### src/hdl/bp_mc_pkg.sv
package bp_mc_pkg;

  //////////////////////////////
  // widths and sizes
  //////////////////////////////
  localparam int PADDR_W         = 40;
  localparam int WORD_W          = 32;
  localparam int MASK_W          = WORD_W / 8;
  localparam int COORD_W         = 6;
  localparam int EPA_W           = 26;
  localparam int MAX_OUTSTANDING = 4;
  localparam int TRANS_ID_W      = 2;
  localparam int CMD_FIFO_DEPTH  = 2;

  typedef logic [PADDR_W-1:0]    paddr_t;
  typedef logic [WORD_W-1:0]     word_t;
  typedef logic [MASK_W-1:0]     mask_t;
  typedef logic [COORD_W-1:0]    coord_t;
  typedef logic [EPA_W-1:0]      epa_t;
  typedef logic [TRANS_ID_W-1:0] trans_id_t;

  //////////////////////////////
  // address map
  //////////////////////////////
  localparam paddr_t DRAM_BASE    = 40'h00_8000_0000;
  // vcache columns start here
  localparam coord_t DRAM_X_BASE  = 6'd1;
  localparam coord_t DRAM_Y_NORTH = 6'd0;
  localparam coord_t DRAM_Y_SOUTH = 6'd9;

  //////////////////////////////
  // processor side messages
  //////////////////////////////
  typedef enum logic [1:0]
  {
    e_msg_rd = 2'b00,
    e_msg_wr = 2'b01
  } msg_type_e;

  // log2 of the byte count
  typedef enum logic [1:0]
  {
    e_size_1 = 2'b00,
    e_size_2 = 2'b01,
    e_size_4 = 2'b10
  } msg_size_e;

  typedef struct packed
  {
    msg_type_e msg_type;
    msg_size_e size;
    paddr_t    addr;
  } mem_header_s;

  typedef struct packed
  {
    mem_header_s header;
    word_t       data;
  } mem_msg_s;

  //////////////////////////////
  // mesh side packets
  //////////////////////////////
  typedef enum logic
  {
    e_remote_load  = 1'b0,
    e_remote_store = 1'b1
  } mc_op_e;

  typedef struct packed
  {
    coord_t    x_dst;
    coord_t    y_dst;
    coord_t    x_src;
    coord_t    y_src;
    epa_t      epa;
    mc_op_e    op;
    trans_id_t trans_id;
    mask_t     mask;
    // load info, zero for stores
    logic       is_byte;
    logic       is_hex;
    logic [1:0] part_sel;
    word_t      payload;
  } mc_packet_s;

  typedef struct packed
  {
    trans_id_t trans_id;
    word_t     data;
  } mc_return_s;

endpackage
### src/hdl/bp_mc_bridge.sv
module bp_mc_bridge
  (
    input  logic                  clk_i
  , input  logic                  rst_n_i

    // processor commands
  , input  bp_mc_pkg::mem_msg_s   cmd_i
  , input  logic                  cmd_v_i
  , output logic                  cmd_ready_o

    // processor responses
  , output bp_mc_pkg::mem_msg_s   resp_o
  , output logic                  resp_v_o
  , input  logic                  resp_yumi_i

    // mesh requests
  , output bp_mc_pkg::mc_packet_s pkt_o
  , output logic                  pkt_v_o
  , input  logic                  pkt_ready_i

    // mesh returns
  , input  bp_mc_pkg::mc_return_s ret_i
  , input  logic                  ret_v_i

  , input  bp_mc_pkg::coord_t     my_x_i
  , input  bp_mc_pkg::coord_t     my_y_i
  );

  bp_mc_pkg::mem_msg_s  q_cmd;
  logic                 q_v;
  bp_mc_pkg::trans_id_t alloc_id;
  logic                 alloc_v;
  logic                 issue;

  //////////////////////////////
  // command queue
  //////////////////////////////
  cmd_queue cmd_queue_inst
    (
      .clk_i   (clk_i)
    , .rst_n_i (rst_n_i)
    , .data_i  (cmd_i)
    , .v_i     (cmd_v_i)
    , .ready_o (cmd_ready_o)
    , .data_o  (q_cmd)
    , .v_o     (q_v)
    , .yumi_i  (issue)
    );

  //////////////////////////////
  // issue
  //////////////////////////////
  // one condition pops the queue, takes the id and sends the packet
  assign issue   = q_v & alloc_v & pkt_ready_i;
  assign pkt_v_o = issue;

  mc_addr_router mc_addr_router_inst
    (
      .cmd_i      (q_cmd)
    , .trans_id_i (alloc_id)
    , .my_x_i     (my_x_i)
    , .my_y_i     (my_y_i)
    , .pkt_o      (pkt_o)
    );

  //////////////////////////////
  // return and reorder
  //////////////////////////////
  trans_reorder_buf trans_reorder_buf_inst
    (
      .clk_i        (clk_i)
    , .rst_n_i      (rst_n_i)
    , .alloc_id_o   (alloc_id)
    , .alloc_v_o    (alloc_v)
    , .alloc_yumi_i (issue)
    , .hdr_i        (q_cmd.header)
    , .ret_i        (ret_i)
    , .ret_v_i      (ret_v_i)
    , .resp_o       (resp_o)
    , .resp_v_o     (resp_v_o)
    , .deq_yumi_i   (resp_yumi_i)
    );

endmodule

### src/hdl/trans_reorder_buf.sv
module trans_reorder_buf
  (
    input  logic                   clk_i
  , input  logic                   rst_n_i

    // id allocation at issue
  , output bp_mc_pkg::trans_id_t   alloc_id_o
  , output logic                   alloc_v_o
  , input  logic                   alloc_yumi_i
  , input  bp_mc_pkg::mem_header_s hdr_i

    // returns from the mesh, any order
  , input  bp_mc_pkg::mc_return_s  ret_i
  , input  logic                   ret_v_i

    // responses in issue order
  , output bp_mc_pkg::mem_msg_s    resp_o
  , output logic                   resp_v_o
  , input  logic                   deq_yumi_i
  );

  typedef logic [bp_mc_pkg::TRANS_ID_W:0] count_t;

  bp_mc_pkg::mem_header_s hdr_mem [bp_mc_pkg::MAX_OUTSTANDING];
  bp_mc_pkg::word_t       data_mem [bp_mc_pkg::MAX_OUTSTANDING];

  logic [bp_mc_pkg::MAX_OUTSTANDING-1:0] done_q;
  bp_mc_pkg::trans_id_t                  alloc_ptr_q;
  bp_mc_pkg::trans_id_t                  deq_ptr_q;
  count_t                                count_q;
  logic                                  alloc;
  logic                                  deq;
  bp_mc_pkg::mem_header_s                deq_hdr;

  assign alloc_v_o  = (count_q != count_t'(bp_mc_pkg::MAX_OUTSTANDING));
  assign alloc_id_o = alloc_ptr_q;
  assign alloc      = alloc_yumi_i & alloc_v_o;

  // oldest slot drives the response once its return is in
  assign resp_v_o = done_q[deq_ptr_q];
  assign deq      = deq_yumi_i & resp_v_o;
  assign deq_hdr  = hdr_mem[deq_ptr_q];

  always_comb
  begin
    resp_o.header = deq_hdr;
    if (deq_hdr.msg_type == bp_mc_pkg::e_msg_wr)
      resp_o.data = '0;
    else
      resp_o.data = data_mem[deq_ptr_q];
  end

  //////////////////////////////
  // slot tracking
  //////////////////////////////
  always_ff @(posedge clk_i or negedge rst_n_i)
  begin
    if (!rst_n_i)
    begin
      alloc_ptr_q <= '0;
      deq_ptr_q   <= '0;
      count_q     <= '0;
      done_q      <= '0;
    end
    else
    begin
      // ids wrap naturally, pool size is a power of two
      if (alloc)
        alloc_ptr_q <= alloc_ptr_q + 1'b1;
      if (deq)
        deq_ptr_q <= deq_ptr_q + 1'b1;
      case ({alloc, deq})
        2'b10:   count_q <= count_q + 1'b1;
        2'b01:   count_q <= count_q - 1'b1;
        default: count_q <= count_q;
      endcase
      // a return never targets the slot being released
      if (ret_v_i)
        done_q[ret_i.trans_id] <= 1'b1;
      if (deq)
        done_q[deq_ptr_q] <= 1'b0;
    end
  end

  // header and data tables
  always_ff @(posedge clk_i)
  begin
    if (alloc)
      hdr_mem[alloc_ptr_q] <= hdr_i;
    if (ret_v_i)
      data_mem[ret_i.trans_id] <= ret_i.data;
  end

endmodule

### src/hdl/mc_addr_router.sv
module mc_addr_router
  (
    input  bp_mc_pkg::mem_msg_s   cmd_i
  , input  bp_mc_pkg::trans_id_t  trans_id_i
  , input  bp_mc_pkg::coord_t     my_x_i
  , input  bp_mc_pkg::coord_t     my_y_i
  , output bp_mc_pkg::mc_packet_s pkt_o
  );

  bp_mc_pkg::paddr_t addr;
  logic [1:0]        low_bits;
  logic              mesh_direct;
  logic              dram_hit;
  bp_mc_pkg::coord_t dst_x;
  bp_mc_pkg::coord_t dst_y;
  bp_mc_pkg::epa_t   dst_epa;
  bp_mc_pkg::mask_t  store_mask;

  assign addr        = cmd_i.header.addr;
  assign low_bits    = addr[1:0];
  assign mesh_direct = addr[bp_mc_pkg::PADDR_W-1];
  assign dram_hit    = !mesh_direct && (addr >= bp_mc_pkg::DRAM_BASE);

  //////////////////////////////
  // destination select
  //////////////////////////////
  always_comb
  begin
    if (mesh_direct)
    begin
      dst_x   = addr[33:28];
      dst_y   = bp_mc_pkg::coord_t'(addr[38:34]);
      dst_epa = addr[27:2];
    end
    else if (dram_hit)
    begin
      // stripe across the vcache columns, bit 8 picks north or south row
      dst_x   = bp_mc_pkg::DRAM_X_BASE + bp_mc_pkg::coord_t'(addr[7:5]);
      dst_y   = addr[8] ? bp_mc_pkg::DRAM_Y_SOUTH : bp_mc_pkg::DRAM_Y_NORTH;
      dst_epa = bp_mc_pkg::epa_t'({addr[30:9], addr[4:2]});
    end
    else
    begin
      // host sits one row above this link
      dst_x   = '0;
      dst_y   = my_y_i - 1'b1;
      dst_epa = addr[27:2];
    end
  end

  // byte lanes touched by a store
  always_comb
  begin
    case (cmd_i.header.size)
      bp_mc_pkg::e_size_1: store_mask = bp_mc_pkg::mask_t'(4'h1 << low_bits);
      bp_mc_pkg::e_size_2: store_mask = bp_mc_pkg::mask_t'(4'h3 << low_bits);
      default:             store_mask = bp_mc_pkg::mask_t'(4'hf << low_bits);
    endcase
  end

  //////////////////////////////
  // packet assembly
  //////////////////////////////
  always_comb
  begin
    pkt_o          = '0;
    pkt_o.x_dst    = dst_x;
    pkt_o.y_dst    = dst_y;
    pkt_o.x_src    = my_x_i;
    pkt_o.y_src    = my_y_i;
    pkt_o.epa      = dst_epa;
    pkt_o.trans_id = trans_id_i;
    if (cmd_i.header.msg_type == bp_mc_pkg::e_msg_wr)
    begin
      pkt_o.op      = bp_mc_pkg::e_remote_store;
      pkt_o.mask    = store_mask;
      pkt_o.payload = bp_mc_pkg::word_t'(cmd_i.data << {low_bits, 3'b000});
    end
    else
    begin
      pkt_o.op       = bp_mc_pkg::e_remote_load;
      pkt_o.is_byte  = (cmd_i.header.size == bp_mc_pkg::e_size_1);
      pkt_o.is_hex   = (cmd_i.header.size == bp_mc_pkg::e_size_2);
      pkt_o.part_sel = low_bits;
    end
  end

endmodule

### src/hdl/cmd_queue.sv
module cmd_queue
  (
    input  logic                clk_i
  , input  logic                rst_n_i

  , input  bp_mc_pkg::mem_msg_s data_i
  , input  logic                v_i
  , output logic                ready_o

  , output bp_mc_pkg::mem_msg_s data_o
  , output logic                v_o
  , input  logic                yumi_i
  );

  typedef logic [$clog2(bp_mc_pkg::CMD_FIFO_DEPTH)-1:0]   ptr_t;
  typedef logic [$clog2(bp_mc_pkg::CMD_FIFO_DEPTH+1)-1:0] count_t;

  bp_mc_pkg::mem_msg_s mem_q [bp_mc_pkg::CMD_FIFO_DEPTH];
  ptr_t   wr_ptr_q;
  ptr_t   rd_ptr_q;
  count_t count_q;
  logic   push;
  logic   pop;

  assign ready_o = (count_q != count_t'(bp_mc_pkg::CMD_FIFO_DEPTH));
  assign v_o     = (count_q != '0);
  assign push    = v_i & ready_o;
  assign pop     = yumi_i & v_o;
  assign data_o  = mem_q[rd_ptr_q];

  // pointers and occupancy
  always_ff @(posedge clk_i or negedge rst_n_i)
  begin
    if (!rst_n_i)
    begin
      wr_ptr_q <= '0;
      rd_ptr_q <= '0;
      count_q  <= '0;
    end
    else
    begin
      if (push)
        wr_ptr_q <= (wr_ptr_q == ptr_t'(bp_mc_pkg::CMD_FIFO_DEPTH-1)) ? '0 : wr_ptr_q + 1'b1;
      if (pop)
        rd_ptr_q <= (rd_ptr_q == ptr_t'(bp_mc_pkg::CMD_FIFO_DEPTH-1)) ? '0 : rd_ptr_q + 1'b1;
      case ({push, pop})
        2'b10:   count_q <= count_q + 1'b1;
        2'b01:   count_q <= count_q - 1'b1;
        default: count_q <= count_q;
      endcase
    end
  end

  // storage
  always_ff @(posedge clk_i)
  begin
    if (push)
      mem_q[wr_ptr_q] <= data_i;
  end

endmodule

### config.mk
export PLATFORM = sky130hd
export DESIGN_NAME = bp_mc_bridge
export DESIGN_NICKNAME = d
export VERILOG_FILES = /design/src/hdl/bp_mc_pkg.sv /design/src/hdl/bp_mc_bridge.sv /design/src/hdl/trans_reorder_buf.sv /design/src/hdl/mc_addr_router.sv /design/src/hdl/cmd_queue.sv
export SDC_FILE = /design/constraint.sdc
export NUM_CORES = 1
export LEC_CHECK = 0
export ABC_AREA = 1
export BUFFER_PORTS_ARGS = -buffer_cell sky130_fd_sc_hd__clkbuf_2
export CORE_MARGIN = 2
export CORE_UTILIZATION = 28
export DETAILED_ROUTE_END_ITERATION = 7
export PLACE_DENSITY = 0.44
export SYNTH_ARGS = -nofsm -noshare
export SYNTH_HDL_FRONTEND = slang
export SYNTH_SLANG_ARGS = --single-unit
### constraint.sdc
create_clock -name clk_i -period 4.3 [get_ports clk_i]
set_clock_uncertainty 0.05 [all_clocks]
set_input_delay 0.86 -clock clk_i [delete_from_list [all_inputs] [get_ports clk_i]]
set_output_delay 0.86 -clock clk_i [all_outputs]
set_load 0.005 [all_outputs]
==> flow_summary.json, run 1 <==
{
  "numCtsBuffers": 53,
  "drtPass1Iterations": 5,
  "placed_area_um2": 21400,
  "synth_top_family_by_area": "simple AND/OR/NAND/NOR gates",
  "postSynthCellCount": 1541,
  "p_leak_nw": 8.759,
  "rsz0062_at_grt": "false",
  "use_met1": 0.2004,
  "synth_xor_area_frac": 0.004584,
  "period_needed_ns": 3.933,
  "ys_async_sr_fraction": 0.03185,
  "synth_area_um2": 19110,
  "clk_path_buf_depth": 3,
  "critical_path.max_fanout": 44,
  "post-route-drc-count": 0,
  "core-area_um2": 67400,
  "synth.distinct_cells": 35,
  "tightest_slew_ns": 0.8892,
  "syn_nets": 1682,
  "track_usage": 0.1522,
  "grtUsageMet3": 0.04110,
  "setup_viol": 0,
  "endpoint_kind": "output port",
  "maxSlewViolCount": 0,
  "yosys_warnings": 0,
  "drt_iter0_markers": 925,
  "mostFrequentLayoutCells": "edfxtp_1, clkbuf_2, nor2_1, nand2_1, o21ai_0",
  "rows": 95,
  "p_per_area_nw_per_um2": 762.4,
  "numClockSinks": 471,
  "top_usage_layer": "met2",
  "die-height_um": 265.2,
  "maxCapViolations": 0,
  "synth_area_leaders": "edfxtp_1, nor2_1, o21ai_0",
  "path_clk_slew_ns": 0.06,
  "path_class": "reg -> out",
  "synth_top_area_frac": 0.7167,
  "final_core_util": 0.3447,
  "start_util": 0.2835,
  "area.sequential_um2": 14080,
  "via_count": 12479,
  "synth-simple-area-share": 0.1128,
  "wirelength_um": 54430,
  "dp_hpwl_um": 35570,
  "ios": 300,
  "synth_fa_ha_area_frac": 0.008906,
  "die_area_um2": 70340,
  "finalCritPeriodShare": 0.9147,
  "clkLatencyLatePin_ns": 0.61,
  "routed_via_density": 4.574,
  "slew_headroom": 0.4058,
  "synth_ff_type": "edfxtp_1",
  "syn_area_per_cell_um2": 12.40,
  "arrival_ns": 3.02,
  "crit_required_ns": 3.39,
  "cts_setup_buffers": 0,
  "startpoint_type": "register",
  "ant_nets": 0,
  "antenna_found_initial": 5,
  "layout_commonest_cell": "edfxtp_1",
  "area_delta_synth_final_pct": 21.58,
  "setup_tns_ns": 0,
  "synth-edff-count": 456,
  "grt_start_max_net_pins": 95,
  "synth_largest_area_cell": "edfxtp_1",
  "drive_gt1_frac": 0.2352,
  "wire_per_inst_um": 19.95,
  "place.port_buffers": 287,
  "met2_usage": 0.2503,
  "overflow": 0,
  "max-vdd-ir-drop_mv": 0.3376,
  "status": "finished, final reports clean",
  "final_hold_viol_count": 0,
  "fmax_mhz": 254.3,
  "chipWidth_um": 265.2,
  "hp-class": "in -> async",
  "ys_ff_latch": 471,
  "grt_pass1_vias": 12316,
  "layout.nets": 1952,
  "synth_compound_area_frac": 0.09136,
  "h-tree-depth": 2,
  "grt_pass1_wl_um": 79920,
  "routabilityCongestion": 0.8139,
  "fillers": 6695,
  "tritoncts": "done",
  "multi_input_area_um2": 4307,
  "muxShareOfSynthArea": 0.003667,
  "clockRootBuffer": "clkbuf_16",
  "fin_area_um2": 23230,
  "seq_area_frac_synth": 0.7363
}
[registers in the layout (all words and copies together) (netlist names), 2 cells and up]
signal	flops
trans_reorder_buf_inst.hdr_mem	176
cmd_queue_inst.mem_q	152
trans_reorder_buf_inst.data_mem	128
trans_reorder_buf_inst.done_q	4
trans_reorder_buf_inst.count_q	3
cmd_queue_inst.count_q	2
trans_reorder_buf_inst.alloc_id_o	2
trans_reorder_buf_inst.deq_ptr_q	2
[cell usage after synthesis (9+ instances only)]
cell type	n
clkbuf_1	35
dfrtp_1	15
inv_1	64
buf_2	30
o21ai_0	185
buf_4	22
o21ai_2	9
edfxtp_1	456
o21ai_1	19
ha_1	12
nand3_1	23
a21oi_1	40
o22ai_1	63
nor2_1	263
nand2_1	246
[routing by layer]
layer	up-vias	part of all wire
met5	-	0.00099
met2	322	0.48
met4	8	0.017
met1	6102	0.44
met3	73	0.066
li1	5974	-
[cell type report]
type	instances	share of cell area
repair buffers	312	0.07099
diodes	1	0.0001077
flip-flops and latches	471	0.6060
well taps	873	0.04702
multi-input cells	901	0.1854
clock buffers	60	0.05914
clock inverters	38	0.01917
inverters	72	0.01217
[through the flow]
stage                     instances  power [mW]  hold slack, ns  setup WS (ns)
after CTS                      2727       18.05          0.1128        0.01313
after global routing           2727       18.86          0.1360        0.04217
after floorplan                1541       10.25          0.3965         0.8663
final                          2728       17.71          0.1390         0.3669
after detailed placement       2629       13.27          0.4148         0.6513
after global placement         2629       13.21          0.4142         0.7183
[worst paths after layout]
check	startpoint	endpoint	slack, ns	cells past startpoint
worst max-delay path	cmd_queue_inst.rd_ptr_q$_DFFE_PN0P_	pkt_o[88]	0.37	9
worst min-delay path	rst_n_i	trans_reorder_buf_inst.count_q[2]$_DFFE_PN0P_	0.14	1
worst max register to register	trans_reorder_buf_inst.deq_ptr_q[0]$_DFFE_PN0N_	trans_reorder_buf_inst.count_q[2]$_DFFE_PN0P_	1.32	11
worst min register to register	trans_reorder_buf_inst.count_q[2]$_DFFE_PN0P_	trans_reorder_buf_inst.count_q[2]$_DFFE_PN0P_	0.43	1
max in group asynchronous	rst_n_i	cmd_queue_inst.rd_ptr_q$_DFFE_PN0P_	3.70	1
min in group clk_i	cmd_i[6]	cmd_queue_inst.mem_q[0][6]$_DFFE_PP_	0.39	1
[where the power goes]
part,switching [mW],internal (mW)
logic,4.50,1.93
clock network,1.88,2.84
registers,0.324,6.24
total,6.70,11.0
[worst max-delay path: stages, from the launching register on]
cell and delay [ns]:
dfrtp_4 0.71, inv_6 0.23, nand2_1 0.12, nand2_1 0.21
inv_2 0.29, nand2_4 0.26, inv_6 0.26, nand2_1 0.07
o21ai_1 0.08, clkbuf_2 0.17
[timing repair]
item / in CTS / in global routing
hold buffers: 0 / 0
resized for setup: 0 / 4
endpoints found under the setup margin: 0 / 12
[logic make-up after synthesis]
kind of cell,after synthesis
and+or+nand+nor,549
DFF,471
AOI/OAI and AO/OA,322
buffers and inverters,169
adders and majority gates,13
xor gates and xnor gates,10
muxes,7
(Power assumes the default switching activity.)
==> run 2, diff against run 1 <==
--- a/config.mk
+++ b/config.mk
@@ -7,10 +7,12 @@
 export LEC_CHECK = 0
 export ABC_AREA = 1
 export BUFFER_PORTS_ARGS = -buffer_cell sky130_fd_sc_hd__clkbuf_2
+export CORE_ASPECT_RATIO = 0.8
 export CORE_MARGIN = 2
 export CORE_UTILIZATION = 28
 export DETAILED_ROUTE_END_ITERATION = 7
-export PLACE_DENSITY = 0.44
+export PLACE_DENSITY = 0.42
 export SYNTH_ARGS = -nofsm -noshare
 export SYNTH_HDL_FRONTEND = slang
+export SYNTH_HIERARCHICAL = 1
 export SYNTH_SLANG_ARGS = --single-unit
==> constraint.sdc (replaced) <==
create_clock -name clk_i -period 3.96 [get_ports clk_i]
set_clock_uncertainty 0.05 [all_clocks]
set_input_delay 0.792 -clock clk_i [delete_from_list [all_inputs] [get_ports clk_i]]
set_output_delay 0.792 -clock clk_i [all_outputs]
set_load 0.005 [all_outputs]
==> run 2 against run 1 <==
  * Flip-flop and latch count is the same
  * Critical endpoint is now resp_o[53]
  * Routed wire length up 1.8%
  * Final cell count rose by 6.2%
  * Clock-buffer cell count increased by 1
  * Power increased by 9.1%
  * Sequential share of layout area down 1.5 points
  * Via count rose by 3.0%
  * Combinational power rose by 12%
  * Core utilization is essentially flat
==> flow_summary.json, run 2 <==
{
  "synth_area_um2": 19660,
  "tritoncts": "done",
  "layout.nets": 2068,
  "crit_chain": "buf_4 -> o21ai_0 -> o22ai_1 -> clkbuf_2",
  "routed_via_density": 4.434,
  "path_buf_inv": 2,
  "wire_per_inst_um": 19.13,
  "hold_buffers": 0,
  "ys_async_sr_fraction": 0.03185,
  "numClockSinks": 471,
  "h-tree-depth": 2,
  "numCtsBuffers": 52,
  "path_clk_slew_ns": 0.06,
  "startpoint_type": "register",
  "mostFrequentLayoutCells": "edfxtp_1, nand2_1, clkbuf_2, nor2_1, o21ai_0",
  "core-area_um2": 69190,
  "wirelength_um": 55430,
  "rows": 86,
  "crit_family": "buffers and inverters",
  "dp_hpwl_um": 36020,
  "path_class": "reg -> out",
  "synth.most_common_cell": "edfxtp_1",
  "dr_wl_met3_um": 2152,
  "tightest_slew_ns": 0.7700,
  "antenna_found_initial": 3,
  "wl_met1_um": 25870,
  "ys_ff_latch": 471,
  "area_delta_synth_final_pct": 21.29,
  "routed.top_layer": "met4",
  "p_leak_nw": 9.428,
  "die_area_um2": 72350,
  "yosys_warnings": 6,
  "largest_register_ff_count": 176,
  "fillers": 6868,
  "endpoint_kind": "output port",
  "die-height_um": 241.0,
  "layout_commonest_cell": "edfxtp_1",
  "place.port_buffers": 287,
  "synth_common_cells": "edfxtp_1, nand2_1, nor2_1",
  "finalCritPeriodShare": 0.9449,
  "status": "finished, final reports clean",
  "syn_area_per_cell_um2": 11.90,
  "routabilityCongestion": 0.8076,
  "max-vdd-ir-drop_mv": 0.3772,
  "clockRootBuffer": "clkbuf_16",
  "drt_iter0_markers": 785,
  "synth.distinct_cells": 35,
  "maxSlewViolCount": 0,
  "grt_pass1_wl_um": 81160,
  "grt_start_max_net_pins": 78,
  "synth_area_leaders": "edfxtp_1, nand2_1, nor2_1",
  "crit_slowest_cell": "dfrtp_4",
  "cts_setup_buffers": 0,
  "arrival_ns": 2.90,
  "drtPass1Iterations": 5,
  "postSynthCellCount": 1651,
  "grt_pass1_vias": 12477,
  "max_stage_delay_ns": 0.72,
  "via_count": 12849,
  "critical_path.max_fanout": 62,
  "track_usage": 0.1512,
  "syn_nets": 1792,
  "ant_nets": 0,
  "clk_path_buf_depth": 3,
  "met2_length_um": 26410,
  "final_core_util": 0.3446,
  "rsz0062_at_grt": "false",
  "ios": 300,
  "final_hold_viol_count": 0,
  "synth_top_area_frac": 0.6967,
  "overflow": 0,
  "period_needed_ns": 3.742,
  "multi_input_area_um2": 4627,
  "synth-edff-count": 456,
  "area.sequential_um2": 14080,
  "crit_required_ns": 3.12,
  "slew_headroom": 0.4867,
  "reg_top3": "trans_reorder_buf_inst/hdr_mem x176, cmd_queue_inst/mem_q x152, trans_reorder_buf_inst/data_mem x128",
  "fmax_mhz": 267.2,
  "p_per_area_nw_per_um2": 810.7,
  "seq_area_frac_synth": 0.7158,
  "setup_tns_ns": 0,
  "top_register": "trans_reorder_buf_inst/hdr_mem",
  "synth_largest_area_cell": "edfxtp_1",
  "start_util": 0.2841,
  "finalPower_mw": 19.33,
  "post-route-drc-count": 0,
  "hp-class": "in -> async",
  "setup_viol": 0,
  "clkLatencyLatePin_ns": 0.60,
  "drive_gt1_frac": 0.2371,
  "maxCapViolations": 0,
  "synth_ff_type": "edfxtp_1",
  "chipWidth_um": 300.2
}
run 2: kinds of logic after synthesis:
kind of cell / Yosys count / synth area share
adders and majority gates: 13 / 0.008657
AOI/OAI and AO/OA: 235 / 0.06378
and+or+nand+nor: 716 / 0.1479
xor gates and xnor gates: 9 / 0.004011
DFF: 471 / 0.7158
muxes: 16 / 0.008148
buffers and inverters: 191 / 0.05169
run 2: layout make-up:
type / instances / area share
multi-input cells: 989 / 0.1941
flip-flops and latches: 471 / 0.5906
clock inverters: 36 / 0.01968
inverters: 93 / 0.01585
diodes: 4 / 0.0004199
clock buffers: 61 / 0.05600
repair buffers: 320 / 0.07484
well taps: 924 / 0.04850
run 2: through the flow:
stage                     hold slack, ns  instances  cell area, um^2  worst slack [ns]
final                            0.07703       2898            23840            0.2182
after global routing             0.06818       2896            23830           0.02306
after CTS                        0.04673       2894            23810          0.004654
after detailed placement          0.4137       2797            22000            0.6057
after global placement            0.4128       2797            22000            0.6930
after floorplan                   0.3954       1651            19660            0.4104
run 2: repair_timing:
| action | CTS | global route |
|---|---|---|
| gates resized for setup | 1 | 6 |
| setup endpoints to repair | 9 | 41 |
| cloned | 0 | 0 |
run 2: report_power, final:
part           switching (mW)  leakage [nW]  internal [mW]
logic                    4.95          4.18           2.23
registers               0.355          4.37           6.72
clock network            2.01         0.874           3.07
total                    7.31          9.43           12.0
run 2: metal layers:
layer,global-route usage,up-vias
li1,-,6217
met1,0.2073,6305
met2,0.2496,260
met3,0.02376,67
met4,0.03939,0
met5,0,-
run 2: path summary, 6_finish.rpt:
check / from / to / slack, ns / cells past startpoint
min reg2reg: trans_reorder_buf_inst/count_q[2]$_DFFE_PN0P_ / trans_reorder_buf_inst/count_q[2]$_DFFE_PN0P_ / 0.42 / 1
min: rst_n_i / trans_reorder_buf_inst/done_q[2]$_DFF_PN0_ / 0.08 / 1
min in group clk_i: cmd_i[27] / cmd_queue_inst/mem_q[1][27]$_DFFE_PP_ / 0.32 / 1
max reg2reg: trans_reorder_buf_inst/deq_ptr_q[1]$_DFFE_PN0N_ / trans_reorder_buf_inst/count_q[2]$_DFFE_PN0P_ / 1.10 / 12
max in group asynchronous: rst_n_i / cmd_queue_inst/rd_ptr_q$_DFFE_PN0P_ / 3.41 / 1
max: trans_reorder_buf_inst/deq_ptr_q[0]$_DFFE_PN0N_ / resp_o[53] / 0.22 / 4
